## src/slide_consts.svh

```systemverilog
// Sizing macros of the slide unit, included by the package and by every RTL module
`ifndef SLIDE_CONSTS_SVH
`define SLIDE_CONSTS_SVH

////////////////////////////////////////
// Datapath geometry
////////////////////////////////////////

// Number of lanes, each delivers one word per operand beat
`define SLIDE_NR_LANES 4

// Bytes in one lane word (64-bit lanes)
`define SLIDE_LANE_BYTES 8

////////////////////////////////////////
// Queue sizes
////////////////////////////////////////

// Instructions in flight between accept and commit
`define SLIDE_INSN_DEPTH 2

// Destination words waiting for the lane grants
`define SLIDE_RESULT_DEPTH 2

////////////////////////////////////////
// Field widths
////////////////////////////////////////

`define SLIDE_ID_W 3
`define SLIDE_ADDR_W 8

// Up to 256 bytes per vector register, so 8 destination words
`define SLIDE_BYTE_CNT_W 9

`endif

```

## src/slide_pkg.sv

```systemverilog
// Types shared by the slide unit modules, imported by wildcard in each module header
`default_nettype none

`include "slide_consts.svh"

package slide_pkg;

  ////////////////////////////////////////
  // Plain vector types
  ////////////////////////////////////////

  // One lane word
  typedef logic [8*`SLIDE_LANE_BYTES-1:0] lane_data_t;
  // Byte enables of one lane word
  typedef logic [`SLIDE_LANE_BYTES-1:0]   lane_strb_t;
  // Word address into the register file
  typedef logic [`SLIDE_ADDR_W-1:0]       vaddr_t;
  // Instruction tag handed out by the sequencer
  typedef logic [`SLIDE_ID_W-1:0]         insn_id_t;
  // Byte count, or byte offset inside a vector register
  typedef logic [`SLIDE_BYTE_CNT_W-1:0]   byte_cnt_t;

  ////////////////////////////////////////
  // Encodings
  ////////////////////////////////////////

  typedef enum logic {
    VSLIDEUP,
    VSLIDEDOWN
  } slide_op_e;

  // Element width, also the left shift from elements to bytes
  typedef enum logic [1:0] {
    EW8,
    EW16,
    EW32,
    EW64
  } sew_e;

  // Slide request from the sequencer
  // vl and stride count elements, not bytes
  typedef struct packed {
    insn_id_t  id;
    slide_op_e op;
    sew_e      sew;
    byte_cnt_t vl;
    byte_cnt_t stride;
    vaddr_t    vd;
  } slide_req_t;

  // Full vector register word, lane 0 in the low bits
  typedef lane_data_t [`SLIDE_NR_LANES-1:0] vec_word_t;
  typedef lane_strb_t [`SLIDE_NR_LANES-1:0] vec_strb_t;

  // Destination word on its way to the register file
  typedef struct packed {
    insn_id_t  id;
    vaddr_t    addr;
    vec_word_t wdata;
    vec_strb_t be;
    // Final word of its instruction
    logic      last;
  } result_t;

endpackage

`default_nettype wire

```

## src/slide_insn_queue.sv

```systemverilog
// Circular queue of slide requests, hands them to the engine and reports them done
`timescale 1ns/1ps
`default_nettype none

`include "slide_consts.svh"

module slide_insn_queue import slide_pkg::*; (
  input  logic       clk_i,
  input  logic       rst_ni,
  // Sequencer side
  input  logic       req_valid_i,
  input  slide_req_t req_i,
  output logic       req_ready_o,
  // Engine side
  output logic       issue_valid_o,
  output slide_req_t issue_req_o,
  input  logic       issue_ready_i,
  // Last word of the oldest instruction has left the result queue
  input  logic       commit_i,
  output logic       done_o,
  output insn_id_t   done_id_o
);

  localparam int unsigned DEPTH = `SLIDE_INSN_DEPTH;
  localparam int unsigned PTR_W = (DEPTH > 1) ? $clog2(DEPTH) : 1;

  typedef logic [PTR_W-1:0] ptr_t;
  typedef logic [PTR_W:0]   cnt_t;

  // Request storage
  slide_req_t mem_q [DEPTH];

  // One pointer per phase of an instruction
  ptr_t accept_pnt_q;
  ptr_t issue_pnt_q;
  ptr_t commit_pnt_q;

  // Entries still waiting to be issued, and to be committed
  cnt_t issue_cnt_q;
  cnt_t commit_cnt_q;

  logic accept;
  logic issue_done;

  function automatic ptr_t ptr_inc(ptr_t p);
    if (p == ptr_t'(DEPTH - 1)) begin
      return '0;
    end
    return p + 1'b1;
  endfunction

  // Full only when every slot holds an uncommitted instruction
  assign req_ready_o = (commit_cnt_q < cnt_t'(DEPTH));
  assign accept      = req_valid_i && req_ready_o;

  // Oldest unissued request goes straight out of the storage
  assign issue_valid_o = (issue_cnt_q != '0);
  assign issue_req_o   = mem_q[issue_pnt_q];
  assign issue_done    = issue_valid_o && issue_ready_i;

  ////////////////////////////////////////
  // Pointers and counters
  ////////////////////////////////////////

  always_ff @(posedge clk_i or negedge rst_ni) begin
    if (!rst_ni) begin
      accept_pnt_q <= '0;
      issue_pnt_q  <= '0;
      commit_pnt_q <= '0;
      issue_cnt_q  <= '0;
      commit_cnt_q <= '0;
      done_o       <= 1'b0;
    end else begin
      if (accept) begin
        accept_pnt_q <= ptr_inc(accept_pnt_q);
      end
      // Engine wrote its last word for this one
      if (issue_done) begin
        issue_pnt_q <= ptr_inc(issue_pnt_q);
      end
      if (commit_i) begin
        commit_pnt_q <= ptr_inc(commit_pnt_q);
      end
      issue_cnt_q  <= issue_cnt_q + cnt_t'(accept) - cnt_t'(issue_done);
      commit_cnt_q <= commit_cnt_q + cnt_t'(accept) - cnt_t'(commit_i);
      // Done trails the commit by one cycle
      done_o       <= commit_i;
    end
  end

  // Storage write and done tag
  always_ff @(posedge clk_i) begin
    if (accept) begin
      mem_q[accept_pnt_q] <= req_i;
    end
    if (commit_i) begin
      done_id_o <= mem_q[commit_pnt_q].id;
    end
  end

  ////////////////////////////////////////
  // Assertions
  ////////////////////////////////////////

  // Result queue never commits an instruction that was not accepted
  a_commit_in_flight : assert property (
    @(posedge clk_i) disable iff (!rst_ni) commit_i |-> commit_cnt_q != '0
  ) else $error("commit pulse with no instruction in flight");

  // Engine only finishes what it was handed
  a_issue_ready_valid : assert property (
    @(posedge clk_i) disable iff (!rst_ni) issue_ready_i |-> issue_valid_o
  ) else $error("engine finished an instruction that was never issued");

endmodule

`default_nettype wire

```

## src/slide_engine.sv

```systemverilog
// Slide engine FSM, moves bytes from operand words into destination words for the result queue
`timescale 1ns/1ps
`default_nettype none

`include "slide_consts.svh"

module slide_engine import slide_pkg::*; (
  input  logic       clk_i,
  input  logic       rst_ni,
  // Instruction queue side
  input  logic       issue_valid_i,
  input  slide_req_t issue_req_i,
  output logic       issue_ready_o,
  // Source words from the lanes
  input  logic       operand_valid_i,
  input  vec_word_t  operand_i,
  output logic       operand_ready_o,
  // Result queue side
  output logic       push_valid_o,
  output result_t    push_data_o,
  input  logic       push_ready_i
);

  localparam int unsigned WORD_BYTES = `SLIDE_NR_LANES * `SLIDE_LANE_BYTES;
  localparam int unsigned WORD_BITS  = 8 * WORD_BYTES;
  // Byte position inside a word and a pointer that also holds WORD_BYTES
  localparam int unsigned ROT_W      = $clog2(WORD_BYTES);
  localparam int unsigned PNT_W      = ROT_W + 1;

  typedef enum logic {
    SLIDE_IDLE,
    SLIDE_RUN
  } slide_state_e;

  typedef logic [PNT_W-1:0] pnt_t;

  slide_state_e state_q;

  // Next byte to read from the operand, next byte to fill in the result
  pnt_t      in_pnt_q;
  pnt_t      out_pnt_q;
  // Register file word being built
  vaddr_t    vrf_pnt_q;
  // Bytes still to be moved for this instruction
  byte_cnt_t cnt_q;

  // Partly built destination word
  logic [WORD_BITS-1:0]  word_q;
  logic [WORD_BYTES-1:0] be_q;

  byte_cnt_t off;
  byte_cnt_t vl_bytes;

  pnt_t      in_gap;
  pnt_t      out_gap;
  pnt_t      gap;
  byte_cnt_t step;
  logic      last_step;
  pnt_t      in_nxt;
  pnt_t      out_nxt;
  logic      consume;
  logic      push_word;
  logic      fire;

  logic [ROT_W-1:0]       rot;
  logic [2*WORD_BITS-1:0] opnd_dbl;
  logic [WORD_BITS-1:0]   opnd_rot;
  logic [WORD_BITS-1:0]   word_nxt;
  logic [WORD_BYTES-1:0]  be_nxt;

  // Slide offset and vector length in bytes
  assign off      = issue_req_i.stride << issue_req_i.sew;
  assign vl_bytes = issue_req_i.vl << issue_req_i.sew;

  ////////////////////////////////////////
  // Byte mover
  ////////////////////////////////////////

  // Room left in the operand word and in the destination word
  assign in_gap    = pnt_t'(WORD_BYTES) - in_pnt_q;
  assign out_gap   = pnt_t'(WORD_BYTES) - out_pnt_q;
  assign gap       = (in_gap < out_gap) ? in_gap : out_gap;
  // Count runs out within this step
  assign last_step = (cnt_q <= byte_cnt_t'(gap));
  assign step      = last_step ? cnt_q : byte_cnt_t'(gap);

  assign in_nxt    = in_pnt_q + pnt_t'(step);
  assign out_nxt   = out_pnt_q + pnt_t'(step);
  assign consume   = (in_nxt == pnt_t'(WORD_BYTES)) || last_step;
  assign push_word = (out_nxt == pnt_t'(WORD_BYTES)) || last_step;

  // Stall on a missing operand or a full result queue
  assign fire = (state_q == SLIDE_RUN) && operand_valid_i && push_ready_i;

  // Rotate the operand so that its byte in_pnt lands on byte out_pnt
  assign rot      = in_pnt_q[ROT_W-1:0] - out_pnt_q[ROT_W-1:0];
  assign opnd_dbl = {operand_i, operand_i} >> (8 * rot);
  assign opnd_rot = opnd_dbl[WORD_BITS-1:0];

  // Merge the copied window into the word under construction
  always_comb begin
    word_nxt = word_q;
    be_nxt   = be_q;
    for (int o = 0; o < WORD_BYTES; o++) begin
      if (o >= int'(out_pnt_q) && o < int'(out_pnt_q) + int'(step)) begin
        word_nxt[8*o +: 8] = opnd_rot[8*o +: 8];
        be_nxt[o]          = 1'b1;
      end
    end
  end

  assign operand_ready_o = fire && consume;
  assign push_valid_o    = fire && push_word;
  assign issue_ready_o   = fire && last_step;

  assign push_data_o = '{
    id:    issue_req_i.id,
    addr:  vrf_pnt_q,
    wdata: vec_word_t'(word_nxt),
    be:    vec_strb_t'(be_nxt),
    last:  last_step
  };

  ////////////////////////////////////////
  // Slide FSM
  ////////////////////////////////////////

  always_ff @(posedge clk_i or negedge rst_ni) begin
    if (!rst_ni) begin
      state_q   <= SLIDE_IDLE;
      in_pnt_q  <= '0;
      out_pnt_q <= '0;
      vrf_pnt_q <= '0;
      cnt_q     <= '0;
      be_q      <= '0;
    end else begin
      case (state_q)
        SLIDE_IDLE: begin
          if (issue_valid_i) begin
            state_q <= SLIDE_RUN;
            be_q    <= '0;
            if (issue_req_i.op == VSLIDEUP) begin
              // Read from word 0, write from the middle of the destination
              in_pnt_q  <= '0;
              out_pnt_q <= pnt_t'(off[ROT_W-1:0]);
              vrf_pnt_q <= issue_req_i.vd + vaddr_t'(off >> ROT_W);
              // Bytes below the offset stay untouched
              cnt_q     <= vl_bytes - off;
            end else begin
              // Read from the offset, write from byte 0
              in_pnt_q  <= pnt_t'(off[ROT_W-1:0]);
              out_pnt_q <= '0;
              vrf_pnt_q <= issue_req_i.vd;
              cnt_q     <= vl_bytes;
            end
          end
        end
        SLIDE_RUN: begin
          if (fire) begin
            in_pnt_q  <= consume ? '0 : in_nxt;
            out_pnt_q <= push_word ? '0 : out_nxt;
            cnt_q     <= cnt_q - step;
            if (push_word) begin
              // Next word starts empty at the next address
              vrf_pnt_q <= vrf_pnt_q + 1'b1;
              be_q      <= '0;
            end else begin
              be_q <= be_nxt;
            end
            if (last_step) begin
              state_q <= SLIDE_IDLE;
            end
          end
        end
      endcase
    end
  end

  // Data bytes of the open destination word
  always_ff @(posedge clk_i) begin
    if (fire && !push_word) begin
      word_q <= word_nxt;
    end
  end

  // Operands are only taken for an instruction the queue still offers
  a_operand_in_run : assert property (
    @(posedge clk_i) disable iff (!rst_ni)
    operand_ready_o |-> (state_q == SLIDE_RUN) && issue_valid_i
  ) else $error("operand taken outside of a running slide");

endmodule

`default_nettype wire

```

## src/slide_result_queue.sv

```systemverilog
// Result buffer of the slide unit, holds destination words until every lane grants them
`timescale 1ns/1ps
`default_nettype none

`include "slide_consts.svh"

module slide_result_queue import slide_pkg::*; (
  input  logic                       clk_i,
  input  logic                       rst_ni,
  // Engine side
  input  logic                       push_valid_i,
  input  result_t                    push_data_i,
  output logic                       push_ready_o,
  // Register file side, one handshake per lane
  output logic [`SLIDE_NR_LANES-1:0] result_valid_o,
  input  logic [`SLIDE_NR_LANES-1:0] result_ready_i,
  output result_t                    result_o,
  // Final word of an instruction retired
  output logic                       commit_o
);

  localparam int unsigned DEPTH = `SLIDE_RESULT_DEPTH;
  localparam int unsigned LANES = `SLIDE_NR_LANES;
  localparam int unsigned PTR_W = (DEPTH > 1) ? $clog2(DEPTH) : 1;

  typedef logic [PTR_W-1:0] ptr_t;
  typedef logic [PTR_W:0]   cnt_t;

  result_t mem_q [DEPTH];

  // Lanes that still have to take each entry
  logic [DEPTH-1:0][LANES-1:0] lane_valid_q;

  ptr_t rd_pnt_q;
  ptr_t wr_pnt_q;
  cnt_t cnt_q;

  logic             push;
  logic             retire;
  logic [LANES-1:0] head_left;

  function automatic ptr_t ptr_inc(ptr_t p);
    if (p == ptr_t'(DEPTH - 1)) begin
      return '0;
    end
    return p + 1'b1;
  endfunction

  assign push_ready_o = (cnt_q != cnt_t'(DEPTH));
  assign push         = push_valid_i && push_ready_o;

  // Head entry is shared by all lanes, each lane sees its own valid
  assign result_valid_o = lane_valid_q[rd_pnt_q];
  assign result_o       = mem_q[rd_pnt_q];

  // Lanes still pending after this cycle's grants
  assign head_left = lane_valid_q[rd_pnt_q] & ~result_ready_i;
  assign retire    = (cnt_q != '0) && (head_left == '0);
  assign commit_o  = retire && mem_q[rd_pnt_q].last;

  ////////////////////////////////////////
  // Control state
  ////////////////////////////////////////

  always_ff @(posedge clk_i or negedge rst_ni) begin
    if (!rst_ni) begin
      lane_valid_q <= '0;
      rd_pnt_q     <= '0;
      wr_pnt_q     <= '0;
      cnt_q        <= '0;
    end else begin
      // Granted lanes drop out of the head
      lane_valid_q[rd_pnt_q] <= head_left;
      // A push into an empty queue overrides the clear above
      if (push) begin
        lane_valid_q[wr_pnt_q] <= '1;
        wr_pnt_q               <= ptr_inc(wr_pnt_q);
      end
      if (retire) begin
        rd_pnt_q <= ptr_inc(rd_pnt_q);
      end
      cnt_q <= cnt_q + cnt_t'(push) - cnt_t'(retire);
    end
  end

  always_ff @(posedge clk_i) begin
    if (push) begin
      mem_q[wr_pnt_q] <= push_data_i;
    end
  end

  // Engine must stall while the buffer is full
  a_no_push_full : assert property (
    @(posedge clk_i) disable iff (!rst_ni) push_valid_i |-> push_ready_o
  ) else $error("push into a full result queue");

endmodule

`default_nettype wire

```

## src/slide_unit.sv

```systemverilog
// Top level of the slide unit, wires the instruction queue, the engine and the result queue
`timescale 1ns/1ps
`default_nettype none

`include "slide_consts.svh"

module slide_unit import slide_pkg::*; (
  input  logic                       clk_i,
  input  logic                       rst_ni,
  // Requests from the sequencer
  input  logic                       req_valid_i,
  input  slide_req_t                 req_i,
  output logic                       req_ready_o,
  // Source words from the lanes
  input  logic                       operand_valid_i,
  input  vec_word_t                  operand_i,
  output logic                       operand_ready_o,
  // Writes toward the register file
  output logic [`SLIDE_NR_LANES-1:0] result_valid_o,
  input  logic [`SLIDE_NR_LANES-1:0] result_ready_i,
  output result_t                    result_o,
  // Completion back to the sequencer
  output logic                       done_o,
  output insn_id_t                   done_id_o
);

  ////////////////////////////////////////
  // Internal handshakes
  ////////////////////////////////////////

  logic       issue_valid;
  slide_req_t issue_req;
  logic       issue_ready;

  logic       push_valid;
  result_t    push_data;
  logic       push_ready;

  logic       commit;

  slide_insn_queue u_insn_queue (
    .clk_i         (clk_i),
    .rst_ni        (rst_ni),
    .req_valid_i   (req_valid_i),
    .req_i         (req_i),
    .req_ready_o   (req_ready_o),
    .issue_valid_o (issue_valid),
    .issue_req_o   (issue_req),
    .issue_ready_i (issue_ready),
    .commit_i      (commit),
    .done_o        (done_o),
    .done_id_o     (done_id_o)
  );

  slide_engine u_engine (
    .clk_i           (clk_i),
    .rst_ni          (rst_ni),
    .issue_valid_i   (issue_valid),
    .issue_req_i     (issue_req),
    .issue_ready_o   (issue_ready),
    .operand_valid_i (operand_valid_i),
    .operand_i       (operand_i),
    .operand_ready_o (operand_ready_o),
    .push_valid_o    (push_valid),
    .push_data_o     (push_data),
    .push_ready_i    (push_ready)
  );

  slide_result_queue u_result_queue (
    .clk_i          (clk_i),
    .rst_ni         (rst_ni),
    .push_valid_i   (push_valid),
    .push_data_i    (push_data),
    .push_ready_o   (push_ready),
    .result_valid_o (result_valid_o),
    .result_ready_i (result_ready_i),
    .result_o       (result_o),
    .commit_o       (commit)
  );

endmodule

`default_nettype wire

```

## config.mk

```make
export PLATFORM = sky130hd
export DESIGN_NAME = slide_unit
export DESIGN_NICKNAME = d
export VERILOG_FILES = /design/src/slide_pkg.sv /design/src/slide_insn_queue.sv /design/src/slide_engine.sv /design/src/slide_result_queue.sv /design/src/slide_unit.sv
export VERILOG_INCLUDE_DIRS = /design/src
export SDC_FILE = /design/constraint.sdc
export NUM_CORES = 2
export LEC_CHECK = 0
export BUFFER_PORTS_ARGS = -buffer_cell sky130_fd_sc_hd__buf_2
export CAP_MARGIN = 20
export CORE_MARGIN = 2
export CORE_UTILIZATION = 54
export CTS_CLUSTER_SIZE = 40
export DETAILED_ROUTE_END_ITERATION = 8
export HOLD_SLACK_MARGIN = 0.1
export PLACE_DENSITY = 0.77
export SYNTH_ARGS = -nofsm -noshare
export SYNTH_HDL_FRONTEND = slang
export SYNTH_SLANG_ARGS = --single-unit
```

## constraint.sdc

```tcl
create_clock -name clk_i -period 29.3 [get_ports clk_i]
set_input_delay 4.395 -clock clk_i [delete_from_list [all_inputs] [get_ports clk_i]]
set_output_delay 4.395 -clock clk_i [all_outputs]
set_load 0.02 [all_outputs]
```

==> key figures <==
GRT
  – Total Routing Usage GR: 32.8%
  – Vias in the first global route: 35.5k
  – Initial antenna violation count: 41
  – Grt met3 use: 9.69%
  – Most used routing layer: met2
  – Largest net degree at the start of global routing: 155
  – Met1 Track Usage GR: 44.9%
  – M2 GR Usage: 48.3%
  – First-pass GRT wire length: 253000 µm
  – Grt ovf: 0

Timing
  – Unrepaired setup endpoints after global routing: no
  – Least-Margin Pin Slew: 1.18 ns
  – Relative slew slack: 21.3%
  – Max frequency: 81.5 MHz
  – Worst setup margin: 17.04 ns
  – Pins Over Slew Limit: 0
  – Setup TNS: 0 ns
  – Fin crit period: 12.26 ns
  – Clock Skew: 0.0314 ns
  – Fin crit share: 41.9%
  – Final Hold Vio Count: 0
  – Final setup vio count: 0

Logic synthesis
  – Post-Synth XOR/XNOR Area: 0.615%
  – Mux cell area share after synthesis: 36.8%
  – Synth Instances: 3674
  – Yosys reg bits: 1005
  – Post-synth EDFFs: 923
  – Ys Warns: 0
  – Post-synthesis sequential area ratio: 52.3%
  – Simple-gate share of the synthesized area: 2.66%
  – Syn Nets: 4031
  – Post-synthesis compound-gate area fraction: 4.06%
  – Async S/R FF share, synth: 8.16%
  – Ys flop type: edfxtp_1
  – Synth Cell Area: 57000 µm²
  – Number of distinct library cells after synthesis: 73
  – Syn_area_per_cell: 15.5 µm²
  – Largest family of logic cells by synthesized area: multiplexers
  – Synth Area in Adders: 1.42%

Final layout
  – Layout area overhead: 14.0%
  – Fin util: 61.8%
  – Nets: 4562
  – Post-route cell area: 64900 µm²
  – Fill cells: 7862
  – Share of cells above drive strength 1: 49.0%

Clock network
  – Post-CTS Hold Buffers: 0
  – Setup bufs post-CTS: 0
  – TritonCTS clock tree: built
  – Clk_lat worst skew: 0.71 ns
  – Worst-path clk slew: 0.06 ns
  – Deepest clock path buffer count: 3
  – Post_cts resized: 0
  – H-tree depth: 3
  – CTS sink count: 1005
  – CTS root buf: clkbuf_16
  – CTS buffer count: 102

Critical path
  – Worst reg2reg endpoint: u_result_queue.mem_q[0][242]$_DFFE_PP_
  – Worst r2r path cells: 26
  – Origin of the critical flop-to-flop path: u_engine.out_pnt_q[1]$_DFFE_PN0P_
  – Crit Path Category: reg2out
  – Critical path data arrival time: 7.87 ns
  – Crit start category: flip-flop
  – Critical path capture point type: primary output
  – Worst setup endpoint: operand_ready_o
  – R2r setup slk: 18.61 ns
  – CP Launch Point: u_engine.out_pnt_q[1]$_DFFE_PN0P_
  – Required @ worst endpoint: 24.90 ns
  – CP max FO: 23

Place
  – Worst slack at placement: 17.79 ns
  – PortBufs: 605
  – Placed cell area: 61400 µm²
  – RD Place Congestion: 1.02
  – Post-DP HPWL: 135000 µm

Route
  – DR vias: 37.3k
  – WL/cell: 31.8 µm
  – Routed WL: 181000 µm
  – Via-to-Cell Ratio: 6.56
  – Iter 0 DRT Violations: 4759
  – # DRC: 0
  – Pre-antenna DRT Iters: 6
  – Routed Antenna Nets: 0

Floorplanning
  – Die ar.: 108000 µm²
  – Std cell rows: 119
  – Initial Util: 54.3%
  – Io pins: 606
  – Chip Height: 329 µm
  – Placeable Area: 105000 µm²
  – Die W: 329 µm

Job
  – Max-cap violations: 0

Status
  – Status: finished, final reports clean

Min path
  – Hold Path Class: reg2reg
==> logic make-up after synthesis <==
| kind of cell | count (synthesis) |
|---|---|
| AO/OA/AOI/OAI | 345 |
| multiplexers | 1602 |
| buffers and inverters | 295 |
| AND/OR/NAND/NOR | 326 |
| adder cells (fa/ha/maj) | 61 |
| flip-flops | 1005 |
| XOR/XNOR | 40 |
==> per-stage QoR <==
stage	hold slack, ns	std cells
3_3_place_gp	0.454	5488
6_report	0.480	5690
3_5_place_dp	0.465	5488
2_1_floorplan	0.440	3674
4_1_cts	0.481	5675
5_1_grt	0.487	5683
==> Yosys cell counts, types with 28 or more instances <==
master,count,area share [%]
mux2_2,927,18
edfxtp_1,923,49
mux2i_1,328,5.8
mux4_2,296,12
nand2_1,141,0.93
clkbuf_1,112,0.74
o21ai_0,105,0.92
buf_2,98,0.86
dfrtp_1,82,3.6
a21oi_1,57,0.50
ha_1,55,1.2
nor2_1,55,0.36
inv_1,53,0.35
mux2_1,51,1.0
nand2b_1,39,0.43
o2bb2ai_1,30,0.46
buf_1,29,0.19
xnor2_1,28,0.43
==> worst max-delay path, stage by stage, from the launching register on <==
cell and delay [ns]:
dfrtp_1 0.50, inv_1 0.28, ha_1 0.32, inv_1 0.08, nand2_1 0.20, nand2_1 0.15, ha_1 0.29, o21ai_0 0.14
a21oi_1 0.08, o41ai_2 0.65, mux2i_1 0.36, inv_1 0.16, ha_1 0.32, nand3_1 0.09, o22ai_1 0.06, a31oi_1 0.28
or2_2 0.50, mux2_2 0.44, ha_1 0.22, fa_1 0.41, a21o_1 0.18, a21oi_1 0.17, xor2_1 0.23, o211ai_1 0.19
or3_1 0.37, a31oi_1 0.29, buf_2 0.23
==> cell type report <==
cell class              count  area, µm²  area share (%)
clock buffers             137       2800            4.31
inverters                  55        214           0.330
well taps                1391       1740            2.68
flip-flops and latches   1005      29800            45.9
diodes                     11       27.5          0.0424
repair buffers            667       3610            5.57
multi-input cells        2374      26200            40.3
clock inverters            50        586           0.902
==> worst min path at each step <==
stage                                              from                                        to  slack, ns  depth (start not counted)
2_1_floorplan         u_engine.vrf_pnt_q[3]$_DFFE_PN0P_    u_result_queue.mem_q[0][292]$_DFFE_PP_       0.44                          0
3_3_place_gp   u_result_queue.lane_valid_q[4]$_DFF_PN0_  u_result_queue.lane_valid_q[4]$_DFF_PN0_       0.45                          1
3_5_place_dp              u_engine.be_q[21]$_DFFE_PN0P_             u_engine.be_q[21]$_DFFE_PN0P_       0.46                          1
4_1_cts        u_result_queue.lane_valid_q[6]$_DFF_PN0_  u_result_queue.lane_valid_q[6]$_DFF_PN0_       0.48                          1
5_1_grt        u_result_queue.lane_valid_q[6]$_DFF_PN0_  u_result_queue.lane_valid_q[6]$_DFF_PN0_       0.49                          1
6_report                   u_engine.be_q[7]$_DFFE_PN0P_              u_engine.be_q[7]$_DFFE_PN0P_       0.48                          1
==> registers in the layout (all words and copies together), names as in the netlist, 2 cells and up <==
register / count
u_engine.cnt_q: 9
u_insn_queue.commit_cnt_q: 2
u_engine.out_pnt_q: 6
u_result_queue.cnt_q: 2
u_result_queue.lane_valid_q: 8
u_engine.vrf_pnt_q: 8
u_engine.be_q: 32
u_engine.word_q: 256
u_insn_queue.issue_cnt_q: 2
u_insn_queue.mem_q: 64
u_engine.in_pnt_q: 6
u_insn_queue.done_id_o: 3
u_result_queue.mem_q: 600
==> cells in the final DEF, fill, tap and decap left out, types with 8 or more instances in the layout <==
cell,netlist,routed
nor2b_1,18,16
dfrtp_1,82,81
a21oi_1,57,57
buf_4,1,55
or2_2,8,8
xnor2_1,28,25
nor3_1,23,23
mux2_1,51,51
o2bb2ai_1,30,30
mux2_2,927,927
o21a_1,10,10
a211oi_1,13,11
a21o_1,19,19
clkbuf_16,0,103
clkbuf_1,112,25
edfxtp_1,923,923
nor2_1,55,54
xor2_1,12,12
clkinv_2,0,12
buf_2,98,604
mux2i_1,328,328
clkinv_1,2,10
nand3_1,12,12
inv_1,53,52
clkbuf_8,0,9
nand2_1,141,141
ha_1,55,54
mux4_2,296,296
a31oi_1,18,18
diode_2,0,11
nand2b_1,39,39
clkinvlp_4,0,9
o21ai_0,105,105
o21ai_2,15,21
==> metal layers <==
metal	wire length [µm]	share of wire (%)
met2	80300	44
met4	8990	5.0
met5	304	0.17
met1	70000	39
met3	21100	12
Power is not shown: default switching activity piles up to over one toggle a cycle in this logic, so the estimate is an artifact.
